==> src/source/ecc_pkg.sv <==
package ecc_pkg;

    ////////////////////////////////////////////////////////////
    // Code geometry
    ////////////////////////////////////////////////////////////

    localparam int DATA_WIDTH   = 113;
    localparam int PARITY_WIDTH = 8;
    localparam int PIPE_LATENCY = 2;                 // Input reg plus output reg

    localparam int COL_LOW_WIDTH = PARITY_WIDTH - 1; // Hamming part of a column
    localparam int COL_FIRST     = 3;                // Smallest weight-2 value
    localparam int COL_LIMIT     = 1 << COL_LOW_WIDTH;

    typedef logic [DATA_WIDTH-1:0]   data_t;
    typedef logic [PARITY_WIDTH-1:0] parity_t;

    ////////////////////////////////////////////////////////////
    // Pipeline payloads
    ////////////////////////////////////////////////////////////

    // Word as received from storage or link
    typedef struct packed {
        data_t   data;
        parity_t parity;
        logic    bypass;   // Pass data through, no flags
    } ecc_word_t;

    // Checked word returned to the consumer
    typedef struct packed {
        data_t   data;      // Corrected unless bypassed
        parity_t parity;    // Regenerated from received data
        logic    sbit_err;
        logic    dbit_err;
    } ecc_result_t;

    ////////////////////////////////////////////////////////////
    // Check matrix
    ////////////////////////////////////////////////////////////

    // Data bit idx takes the idx-th low value that is neither zero nor
    // a power of two, counting up from 3. The top bit then makes the
    // column weight odd, so every data column has weight 3 or more and
    // a double error can never alias a single one.
    function automatic parity_t check_column(input int unsigned idx);
        parity_t                  col;
        logic [COL_LOW_WIDTH-1:0] low;
        int unsigned              n;
        col = '0;
        n   = 0;
        for (int v = COL_FIRST; v < COL_LIMIT; v++) begin
            low = v[COL_LOW_WIDTH-1:0];
            if ((low & (low - 1'b1)) != '0) begin  // Skip powers of two
                if (n == idx) begin
                    col[COL_LOW_WIDTH-1:0]  = low;
                    col[PARITY_WIDTH-1]     = ~^low;  // Even low weight gets top bit
                end
                n++;
            end
        end
        return col;
    endfunction

endpackage

==> src/source/ecc_encoder.sv <==
module ecc_encoder (
    input  ecc_pkg::data_t   data,
    output ecc_pkg::parity_t parity
);
    import ecc_pkg::*;

    ////////////////////////////////////////////////////////////
    // Row masks of the check matrix
    ////////////////////////////////////////////////////////////

    // Collects, for one check bit, every data bit whose column has it set
    function automatic data_t row_mask(input int unsigned bit_idx);
        data_t   mask;
        parity_t col;
        mask = '0;
        for (int i = 0; i < DATA_WIDTH; i++) begin
            col     = check_column(i);
            mask[i] = col[bit_idx];
        end
        return mask;
    endfunction

    ////////////////////////////////////////////////////////////
    // Parity trees
    ////////////////////////////////////////////////////////////

    for (genvar k = 0; k < PARITY_WIDTH; k++) begin : g_row
        localparam data_t ROW = row_mask(k);  // Folded at elaboration

        assign parity[k] = ^(data & ROW);     // One XOR tree per check bit
    end

endmodule

==> src/source/ecc_syndrome_decoder.sv <==
module ecc_syndrome_decoder (
    input  ecc_pkg::parity_t syndrome,
    output ecc_pkg::data_t   flip_mask,
    output logic             sbit_err,
    output logic             dbit_err
);
    import ecc_pkg::*;

    logic    synd_zero;
    logic    synd_onehot;
    logic    data_hit;
    parity_t synd_minus_one;

    ////////////////////////////////////////////////////////////
    // Data column match
    ////////////////////////////////////////////////////////////

    // Columns are distinct, so at most one bit of the mask can be set
    for (genvar i = 0; i < DATA_WIDTH; i++) begin : g_col
        localparam parity_t COL = check_column(i);

        assign flip_mask[i] = (syndrome == COL);
    end

    assign data_hit = |flip_mask;

    ////////////////////////////////////////////////////////////
    // Error class
    ////////////////////////////////////////////////////////////

    assign synd_zero      = (syndrome == '0);
    assign synd_minus_one = syndrome - 1'b1;
    assign synd_onehot    = !synd_zero && ((syndrome & synd_minus_one) == '0);  // Check bit hit

    // A one-hot syndrome flags the check field only, data stays as is
    assign sbit_err = data_hit | synd_onehot;
    assign dbit_err = !synd_zero && !data_hit && !synd_onehot;  // Even weight or unused code

endmodule

==> src/source/ecc_codec.sv <==
module ecc_codec (
    input  logic                clk,
    input  logic                rst,
    input  logic                in_valid,
    input  ecc_pkg::ecc_word_t  in_word,
    output logic                out_valid,
    output ecc_pkg::ecc_result_t out_result
);
    import ecc_pkg::*;

    logic        s1_valid;
    ecc_word_t   s1_word;
    parity_t     gen_parity;
    parity_t     syndrome;
    data_t       flip_mask;
    logic        dec_sbit;
    logic        dec_dbit;
    ecc_result_t s2_next;

    ////////////////////////////////////////////////////////////
    // Stage 1 input register
    ////////////////////////////////////////////////////////////

    always_ff @(posedge clk) begin
        if (rst) begin
            s1_valid <= 1'b0;
        end else begin
            s1_valid <= in_valid;
        end
    end

    always_ff @(posedge clk) begin
        if (in_valid) begin
            s1_word <= in_word;  // Holds when idle
        end
    end

    ////////////////////////////////////////////////////////////
    // Check and correct
    ////////////////////////////////////////////////////////////

    ecc_encoder u_encoder (
        .data   (s1_word.data),
        .parity (gen_parity)
    );

    assign syndrome = gen_parity ^ s1_word.parity;

    ecc_syndrome_decoder u_decoder (
        .syndrome  (syndrome),
        .flip_mask (flip_mask),
        .sbit_err  (dec_sbit),
        .dbit_err  (dec_dbit)
    );

    always_comb begin
        s2_next.parity = gen_parity;  // Reported even under bypass
        if (s1_word.bypass) begin
            s2_next.data     = s1_word.data;
            s2_next.sbit_err = 1'b0;
            s2_next.dbit_err = 1'b0;
        end else begin
            s2_next.data     = s1_word.data ^ flip_mask;
            s2_next.sbit_err = dec_sbit;
            s2_next.dbit_err = dec_dbit;
        end
    end

    ////////////////////////////////////////////////////////////
    // Stage 2 output register
    ////////////////////////////////////////////////////////////

    always_ff @(posedge clk) begin
        if (rst) begin
            out_valid <= 1'b0;
        end else begin
            out_valid <= s1_valid;
        end
    end

    always_ff @(posedge clk) begin
        if (s1_valid) begin
            out_result <= s2_next;
        end
    end

    ////////////////////////////////////////////////////////////
    // Checks
    ////////////////////////////////////////////////////////////

    // Pipeline comes out of reset empty
    a_idle_after_rst: assert property (
        @(posedge clk) rst |=> !out_valid
    );

    // Decoder classes stay exclusive through the output register
    a_flags_exclusive: assert property (
        @(posedge clk) disable iff (rst)
        out_valid |-> !(out_result.sbit_err && out_result.dbit_err)
    );

endmodule

==> config.mk <==
export PLATFORM = sky130hd
export DESIGN_NAME = ecc_codec
export DESIGN_NICKNAME = d
export VERILOG_FILES = /design/src/source/ecc_pkg.sv /design/src/source/ecc_encoder.sv /design/src/source/ecc_syndrome_decoder.sv /design/src/source/ecc_codec.sv
export SDC_FILE = /design/constraint.sdc
export NUM_CORES = 1
export LEC_CHECK = 0
export BUFFER_PORTS_ARGS = -buffer_cell sky130_fd_sc_hd__buf_2
export CELL_PAD_IN_SITES_DETAIL_PLACEMENT = 1
export CELL_PAD_IN_SITES_GLOBAL_PLACEMENT = 2
export CORE_AREA = 10 10 206 208
export DETAILED_ROUTE_END_ITERATION = 8
export DIE_AREA = 0 0 216 218
export PLACE_DENSITY_LB_ADDON = 0.1
export SLEW_MARGIN = 20
export SYNTH_ARGS = -nofsm -noshare
export SYNTH_HDL_FRONTEND = slang
export SYNTH_SLANG_ARGS = --single-unit
export TNS_END_PERCENT = 1
==> constraint.sdc <==
create_clock -name clk -period 3.7 [get_ports clk]
set_input_delay 0.185 -clock clk [delete_from_list [all_inputs] [get_ports clk]]
set_output_delay 0.185 -clock clk [all_outputs]
set_load 0.005 [all_outputs]
---- Word-level counts from Yosys, hierarchy flattened ----
Cells that the tools add are included.
word-level totals
  bits in registers ....................... 247
  latch bits .............................. 0
  memory bits (writable) .................. 0
  memory bits (read-only) ................. 0
  input bits .............................. 125
  output and inout bits ................... 124
  word-level logic and storage cells ...... 145
  memories ................................ 0
cells by class
  $add $sub $neg .......................... 1
  multipliers ............................. 0
  divide/modulo/power cells ............... 0
  magnitude comparators ................... 0
  equality and inequality tests ........... 113
  shift-type cells ........................ 0
  multiplexer cells ....................... 1
  bitwise operators ....................... 4
  reduce and logical (&&, ||, !) cells .... 17
operator list
  operator                                           number
  parity 113 bit                                     8
  == test 8 bit (second input constant)              60
  == test 8 x 7 -> 1 bit (second input constant)     27
  == test 8 x 6 -> 1 bit (second input constant)     15
  2-to-1 mux 113 bit                                 1
  OR reduction 113 bit                               1
  XOR 113 bit                                        1
  == test 8 x 5 -> 1 bit (second input constant)     7
  == test 8 x 4 -> 1 bit (second input constant)     3
  zero test 8 bit                                    2
  AND 8 bit                                          1
  == test 8 x 3 -> 1 bit (second input constant)     1
  subtractor 8 x 1 -> 8 bit (second input constant)  1
  XOR 8 bit                                          1
  logical AND 1 bit                                  3
  zero test 1 bit                                    3
  OR 1 bit                                           1

---- Depth between registers and ports, before layout ----
Gate-level depths: netlist of run 1.
  depth after elaboration ................. 8
  gate-level depth with buffers ........... 15
  depth with buffers taken out ............ 12

---- By module ----
From an unflattened synthesis of run 1, not the netlist that was laid out.
unflattened totals
  cells, all modules ...................... 1,022
  area, all modules ....................... 13,341.5 um^2
by module, submodules not included
  module                instances  cells each  area an instance (um^2)  seq. area each (um^2)
  ecc_codec             1          497         9,256.4                  7,397.1
  ecc_encoder           1          205         2,338.5                  0.0
  ecc_syndrome_decoder  1          320         1,746.7                  0.0

---- Least setup slack after synthesis of run 1 ----
OpenSTA, ideal clock, no wires.
  path type ............................... flip-flop to flip-flop
  start ................................... register s1_word[32] (netlist name)
  end ..................................... register out_result[0] (netlist name), data pin
  library setup time ...................... 256 ps
  data arrival time ....................... 3,703 ps
  data required time ...................... 3,444 ps
  slack ................................... -259 ps
  cell stages (with the launch flop) ...... 13
  period minus slack after synthesis ...... 3,959 ps
  path through ............................ edfxtp_1 -> xnor3_1 -> xnor3_1 -> xnor2_2 -> xnor3_2 -> xor2_2 -> nand2_2 -> or4_1 -> a221oi_1 -> a2111oi_2 -> o2111ai_1 -> a2111oi_2 -> and4_1
on the way
  word-level cells in the longest chain between the ends .. 8
RTL lines
  element                    line                        RTL
  start, declared            ecc_codec.sv:12             ecc_word_t s1_word;
  start signal, assigned     ecc_codec.sv:34             s1_word <= in_word;
  parity 113 bit             ecc_encoder.sv:30           assign parity[k] = ^(data & ROW);
  XOR 8 bit *                ecc_codec.sv:47             assign syndrome = gen_parity ^ s1_word.parity;
  subtractor 8 x 1 -> 8 bit  ecc_syndrome_decoder.sv:32  assign synd_minus_one = syndrome - 1'b1;
  AND 8 bit                  ecc_syndrome_decoder.sv:33  assign synd_onehot = !synd_zero && ((syndrome & synd_minus_one) == '0);
  zero test 8 bit            ecc_syndrome_decoder.sv:33
  logical AND 1 bit          ecc_syndrome_decoder.sv:33
  zero test 1 bit            ecc_syndrome_decoder.sv:37  assign dbit_err = !synd_zero && !data_hit && !synd_onehot;
  logical AND 1 bit *        ecc_syndrome_decoder.sv:37
  end signal, assigned       ecc_codec.sv:83             out_result <= s2_next;
  end, declared              ecc_codec.sv:7              output ecc_pkg::ecc_result_t out_result
Mark *: on every way between the ends. The rest lies on a longest branch, timed or not.
A chain may end at the register's enable or synchronous reset.

---- Final worst setup path of run 1 ----
  start ................................... register s1_word[120] (netlist name)
  end ..................................... register out_result[1] (netlist name), data pin
on the way
  word-level cells in the longest chain between the ends .. 7
RTL lines
  element                    line                        RTL
  parity 113 bit             ecc_encoder.sv:30
  XOR 8 bit *                ecc_codec.sv:47
  subtractor 8 x 1 -> 8 bit  ecc_syndrome_decoder.sv:32
  AND 8 bit                  ecc_syndrome_decoder.sv:33
  zero test 8 bit            ecc_syndrome_decoder.sv:33
  logical AND 1 bit          ecc_syndrome_decoder.sv:33
  OR 1 bit *                 ecc_syndrome_decoder.sv:36  assign sbit_err = data_hit | synd_onehot;
Marks and branches as above.

==> flow_summary.toml, run 1 <==
[route]
avgRoutedWirePerCell_um = 26.39
drt-vias-per-instance = 4.790
first_iter_violations = 763
drtPass1Iterations = 5
drc = 0
ant_nets = 0
wirelength_mm = 60.04
via_count = 10900

[worst_setup_path]
reg2reg_to = "out_result[1]"
crit_chain = "buf_4, xnor2_2, buf_4, xnor2_2, buf_6, xnor3_2, buf_6, xnor2_4, buf_6, xor2_4, buf_4, nor2_1, a21oi_1, nor3_1, o221ai_1, o2111ai_2, a2111oi_4, a31oi_1"
cp_slowest_stage_delay_ns = 0.47
critPathTopFamily = "XOR/XNOR gates"
cp-end-kind = "register"
cp.buffers_inverters = 6
start_kind = "register"
reg2reg_from = "s1_word[120]"
cp.required_ns = 4.01
crit_slowest_cell = "xnor3_2"
crit_fanout = 5
cp-startpoint = "s1_word[120]"
reg2regPathDepth = 18
rrSetupSlack_ns = -0.57
arrival_ns = 4.57
path_class = "reg -> reg"

[cells_and_area]
instances_no_fill = 2275
final_nets = 1859
area_delta_synth_final_pct = 59.78
diodes = 0
drive_above_1_share_pct = 47.24

[grt]
top_usage_layer = "met2"
grt_util_all_layers_pct = 24.60
grtUsageMet2_pct = 43.95
grt_max_degree = 124
gr-usage-met3_pct = 3.620
antenna_found_initial = 0
grt_pass1_vias = 11800
grt_util_met1_pct = 30.20
grt_pass1_wl_mm = 84.27
grt_overflow = 0

[synth]
synth_area_sq_um = 13180
synth_xor_area_share_pct = 30.04
yosys.area_share.simple_pct = 8.442
synth-seq-cells = 247
synthCells = 952
synthMuxAreaShare_pct = 0.2279
synth_top_area_share_pct = 55.84
synth_top_family_by_area = "XOR/XNOR gates"
avgSynthCellArea_sq_um = 13.84
synth_nets = 1077
synth_enable_flop_cells = 245
ys.warnings.count = 0
synth_compound_area_share_pct = 3.770
netlist-cell-type-count = 59
ys_seq_area_share_pct = 56.14
synth-adder-area-share_pct = 0
yosys_most_used_dff = "edfxtp_1"
synth_top_area_cell = "edfxtp_1"
synthArstFlopShare_pct = 0
netlist_top_cells_area = "edfxtp_1 56%, xnor2_1 9.8%, xor2_1 9.1%, xnor3_1 7.5%, nor2_1 3.7%"

[cts]
cts_sinks = 247
cts_buffers = 29
cts_tree = "done"
cts_max_level = 1
root_buffer = "clkbuf_16"
clkLatencyLatePin_ns = 0.59
cts_buffer_depth = 3
path_clk_slew_ns = 0.06

[sta]
whs_ns = 0.1653
hold_viol = 0
setup-violations-final = 115
clock_skew_ns = 0.02807
fmax_mhz = 234.4
rsz0062_at_grt = "true"
slew_violations = 0
finalCriticalPeriod_ns = 4.267
slew-limit-headroom_pct = 35.04
finalWorstSetupSlack_ns = -0.5666
worstMarginPinSlew_ns = 0.9743
fin_crit_sh_pct = 115.3

[status]
status = "finished with violations"
violations = "negative setup slack"

[floorplanning]
dieHeight_um = 218
io_pins = 249
rows = 72
placeableCoreArea_sq_um = 38290
dieWidth_um = 216
start_util_pct = 34.42
dieArea_sq_um = 47090

[placed_design]
placedCellCount = 2045
gp_routability_congestion = 0.9178
port_buffers = 248
hpwlAfterDp_mm = 44.98
pre_cts_ws_ns = -0.9365

[job]
drv_cap = 0

[min_path]
hold_depth = 2
holdPathEnd = "s1_word[49]"
min-delay-start = "in_valid"
hp-class = "in -> reg"
==> worst register-to-register path: cells and delay by family (launching register included) <==
family | cells | cell delay [ns]
XOR/XNOR | 5 | 1.30
AO/OA/AOI/OAI | 5 | 1.15
buffers and inverters | 6 | 0.99
flip-flops | 1 | 0.44
AND/OR/NAND/NOR | 2 | 0.12
==> registers in the layout (all words and copies together) (netlist names) <==
| name | count |
|---|---|
| s1_valid | 1 |
| out_valid | 1 |
| s1_word | 122 |
| out_result | 123 |
==> through the flow <==
stage	setup TNS, ns	instance area [sq um]	utilization (%)
after floorplan	-0.006400	13240	-
after global placement	-53.54	17860	46.66
after detailed placement	-46.53	17860	46.66
after CTS	-21.93	20500	53.55
after global routing	-46.21	21050	54.99
final	-30.95	21050	54.99
==> kinds of logic after synthesis <==
group,Yosys count
AOI/OAI and AO/OA,64
xor gates and xnor gates,352
buffers and inverters,39
DFF,247
muxes,3
and+or+nand+nor,247
==> cell type report <==
cell class                      instances  area, sq um
Fill cell                            3986        17230
Timing Repair Buffer                  786         5839
Inverter                                4        18.77
Tap cell                              518        648.1
Clock buffer                           38        779.5
Clock inverter                         16        152.6
Multi-Input combinational cell        666         6213
Sequential cell                       247         7401
==> layer usage <==
metal | vias to the layer above | routed length (um)
li1 | 4970 | -
met2 | 333 | 30700
met3 | 75 | 2953
met1 | 5520 | 24650
met4 | 0 | 1731
met5 | - | 0
==> Yosys cell counts (all sizes together) (2+ instances only) <==
master / instances
or4: 4
clkbuf: 13
o2111ai: 4
nand4: 22
xor3: 2
dfxtp: 2
o32ai: 9
edfxtp: 245
nor3: 13
xnor2: 159
a211oi: 2
mux2i: 3
a311oi: 2
a41oi: 2
a21oi: 12
nor2b: 2
a32oi: 2
o21ai: 4
nand3: 18
nor2: 134
nand2: 42
a2111oi: 6
o22ai: 6
buf: 22
xor2: 139
inv: 3
o41ai: 2
or3: 2
nor4: 4
xnor3: 52
a31oi: 4
and2: 3
==> cell usage in the layout, fill, tap and decap left out, types with 14 or more instances in the layout <==
cell type      count
edfxtp_1         245
nand3_1           17
xnor3_2           18
nand4_1           20
buf_12            16
xnor2_1          110
nor2_1           119
clkbuf_16         29
xnor3_1           34
nand2_1           34
xor2_1           132
nor2_2            14
buf_4            388
xnor2_2           43
buf_2            247
dlygate4sd3_1    123
==> timing repair <==
action                                  CTS  global route
endpoints found under the setup margin  115           115
hold buffers                            123             0
resized for setup                        65            46
pin swaps                                26            30
hold endpoints to repair                124             0
buffers inserted                         25            30
gates cloned                              0             0
==> how the worst max path moves through the flow <==
stage | end | cells past startpoint | slack, ns
after floorplan | out_result[1] | 12 | -0.006
after detailed placement | out_result[1] | 12 | -0.94
after global routing | out_result[1] | 18 | -0.68
after CTS | out_result[1] | 16 | -0.51
final | out_result[1] | 18 | -0.57
after global placement | out_result[1] | 13 | -0.99
Power of run 1 is not shown: default switching activity piles up to over one toggle a cycle in this logic, so the estimate is an artifact.
==> run 2, diff against run 1 <==
--- a/config.mk
+++ b/config.mk
@@ -8,10 +8,11 @@
 export BUFFER_PORTS_ARGS = -buffer_cell sky130_fd_sc_hd__buf_2
 export CELL_PAD_IN_SITES_DETAIL_PLACEMENT = 1
 export CELL_PAD_IN_SITES_GLOBAL_PLACEMENT = 2
-export CORE_AREA = 10 10 206 208
+export CORE_AREA = 10 10 241 243
 export DETAILED_ROUTE_END_ITERATION = 8
-export DIE_AREA = 0 0 216 218
+export DIE_AREA = 0 0 251 253
 export PLACE_DENSITY_LB_ADDON = 0.1
+export SKIP_CTS_REPAIR_TIMING = 1
 export SLEW_MARGIN = 20
 export SYNTH_ARGS = -nofsm -noshare
 export SYNTH_HDL_FRONTEND = slang
==> run 2 against run 1 <==
Against the previous run:
- the run still ends with negative setup slack left
- maximum frequency grew 2.1%
- via count shrank 1.4%
- wire length grew 8.8%
- count of clock-buffer cells in the layout grew 3
- final cell count grew 7.7%
- setup slack gained 0.087 ns
- hold slack gained 0.0061 ns
- sequential cell count is the same
==> flow_summary.toml, run 2 (same netlist as run 1, synthesis figures left out) <==
[route]
via_count = 10740
first_iter_violations = 605
drtPass1Iterations = 5
wirelength_mm = 65.33
drc = 0
avgRoutedWirePerCell_um = 26.67
drt-vias-per-instance = 4.385
ant_nets = 0

[cells_and_area]
final_nets = 1857
multi_input_area_sq_um = 6477
drive_above_1_share_pct = 49.20
reg_top3 = "out_result (123), s1_word (122)"
largest_register_ffs = 123
diodes = 0
fill_cells = 5705
area_delta_synth_final_pct = 63.68
regArea_sq_um = 7401
largest_register = "out_result"
stdcell_area_sq_um = 21570
utilization_pct = 40.48
final_common_cell = "buf_4"
final_cell_mix = "378 x buf_4, 247 x buf_2, 245 x edfxtp_1, 129 x xor2_1, 123 x dlygate4sd3_1"

[sta]
finalCriticalPeriod_ns = 4.179
slew_violations = 0
finalWorstSetupSlack_ns = -0.4794
slew-limit-headroom_pct = 45.42
clock_skew_ns = 0.04624
setup-violations-final = 115
fin_crit_sh_pct = 113.0
setup-tns-final_ns = -25.41
fmax_mhz = 239.3
hold_viol = 0
worstMarginPinSlew_ns = 0.8187
rsz0062_at_grt = "true"

[worst_setup_path]
reg2reg_to = "out_result[0]"
path_class = "reg -> reg"
start_kind = "register"
cp-end-kind = "register"
reg2regPathDepth = 16
cp.required_ns = 4.07
cp-startpoint = "s1_word[50]"
reg2reg_from = "s1_word[50]"
arrival_ns = 4.55
crit_fanout = 7
rrSetupSlack_ns = -0.48

[grt]
antenna_found_initial = 2
grt_util_met1_pct = 23.93
grt_util_all_layers_pct = 19.34
gr-usage-met3_pct = 2.106
grt_pass1_vias = 11080
grt_overflow = 0
top_usage_layer = "met2"
grt_max_degree = 60
grt_pass1_wl_mm = 87.21
grtUsageMet2_pct = 35.37

[cts]
root_buffer = "clkbuf_16"
clkLatencyLatePin_ns = 0.60
cts_max_level = 1
cts_buffers = 31
cts_tree = "done"
path_clk_slew_ns = 0.08
cts_sinks = 247
cts_buffer_depth = 3

[floorplanning]
io_pins = 249
start_util_pct = 24.73
placeableCoreArea_sq_um = 53280
rows = 85
dieArea_sq_um = 63500
dieWidth_um = 251
dieHeight_um = 253

[placed_design]
hpwlAfterDp_mm = 51.07
postPlaceCellArea_sq_um = 18060
port_buffers = 248
pre_cts_ws_ns = -0.9923
gp_routability_congestion = 0.8646

[min_path]
holdPathEnd = "s1_word[19]"
hold_depth = 1
hp-class = "in -> reg"
min-delay-start = "in_valid"

[job]
drv_cap = 0

[status]
violations = "negative setup slack"
status = "finished with violations"
run 2: metrics by stage:
stage	cells	hold slack, ns
after global placement	2226	0.3577
after CTS	2281	-0.2812
after floorplan	952	0.2566
after detailed placement	2226	0.3636
final	2450	0.1714
after global routing	2450	0.1828
run 2: worst max-delay path by stage:
stage          cells after the start            end  slack [ns]
4_1_cts                           15  out_result[1]        -1.0
5_1_grt                           16  out_result[1]       -0.62
3_3_place_gp                      15  out_result[1]       -0.97
6_report                          16  out_result[0]       -0.48
3_5_place_dp                      15  out_result[1]       -0.99
2_1_floorplan                     12  out_result[1]      -0.006
run 2: critical path: stages, from the launching register on:
cell and delay, ns:
edfxtp_1 0.42, buf_4 0.18, xnor2_1 0.14, xnor3_1 0.45
xnor2_2 0.33, xnor3_2 0.46, buf_4 0.18, xnor2_4 0.27
buf_12 0.17, buf_12 0.12, nand4_1 0.15, a2111oi_1 0.47
buf_4 0.20, a21oi_2 0.04, o2111ai_2 0.12, a2111oi_4 0.06
and4_1 0.20
run 2: area by class of cell:
cell class / count / area share [%]
inverters: 4 / 0.08702
flip-flops and latches: 247 / 34.32
well taps: 696 / 4.038
repair buffers: 782 / 27.12
multi-input cells: 666 / 30.03
clock inverters: 14 / 0.6324
clock buffers: 41 / 3.771
run 2: routing by layer:
layer  part of all wire [%]  routed length [um]  up-vias
met4                    2.0                1320        2
li1                       -                   -     4964
met3                    3.0                1929       59
met2                     53               34310      222
met1                     42               27760     5496
met5                  0.020                  13        -
Power of run 2 is left out for the same reason.
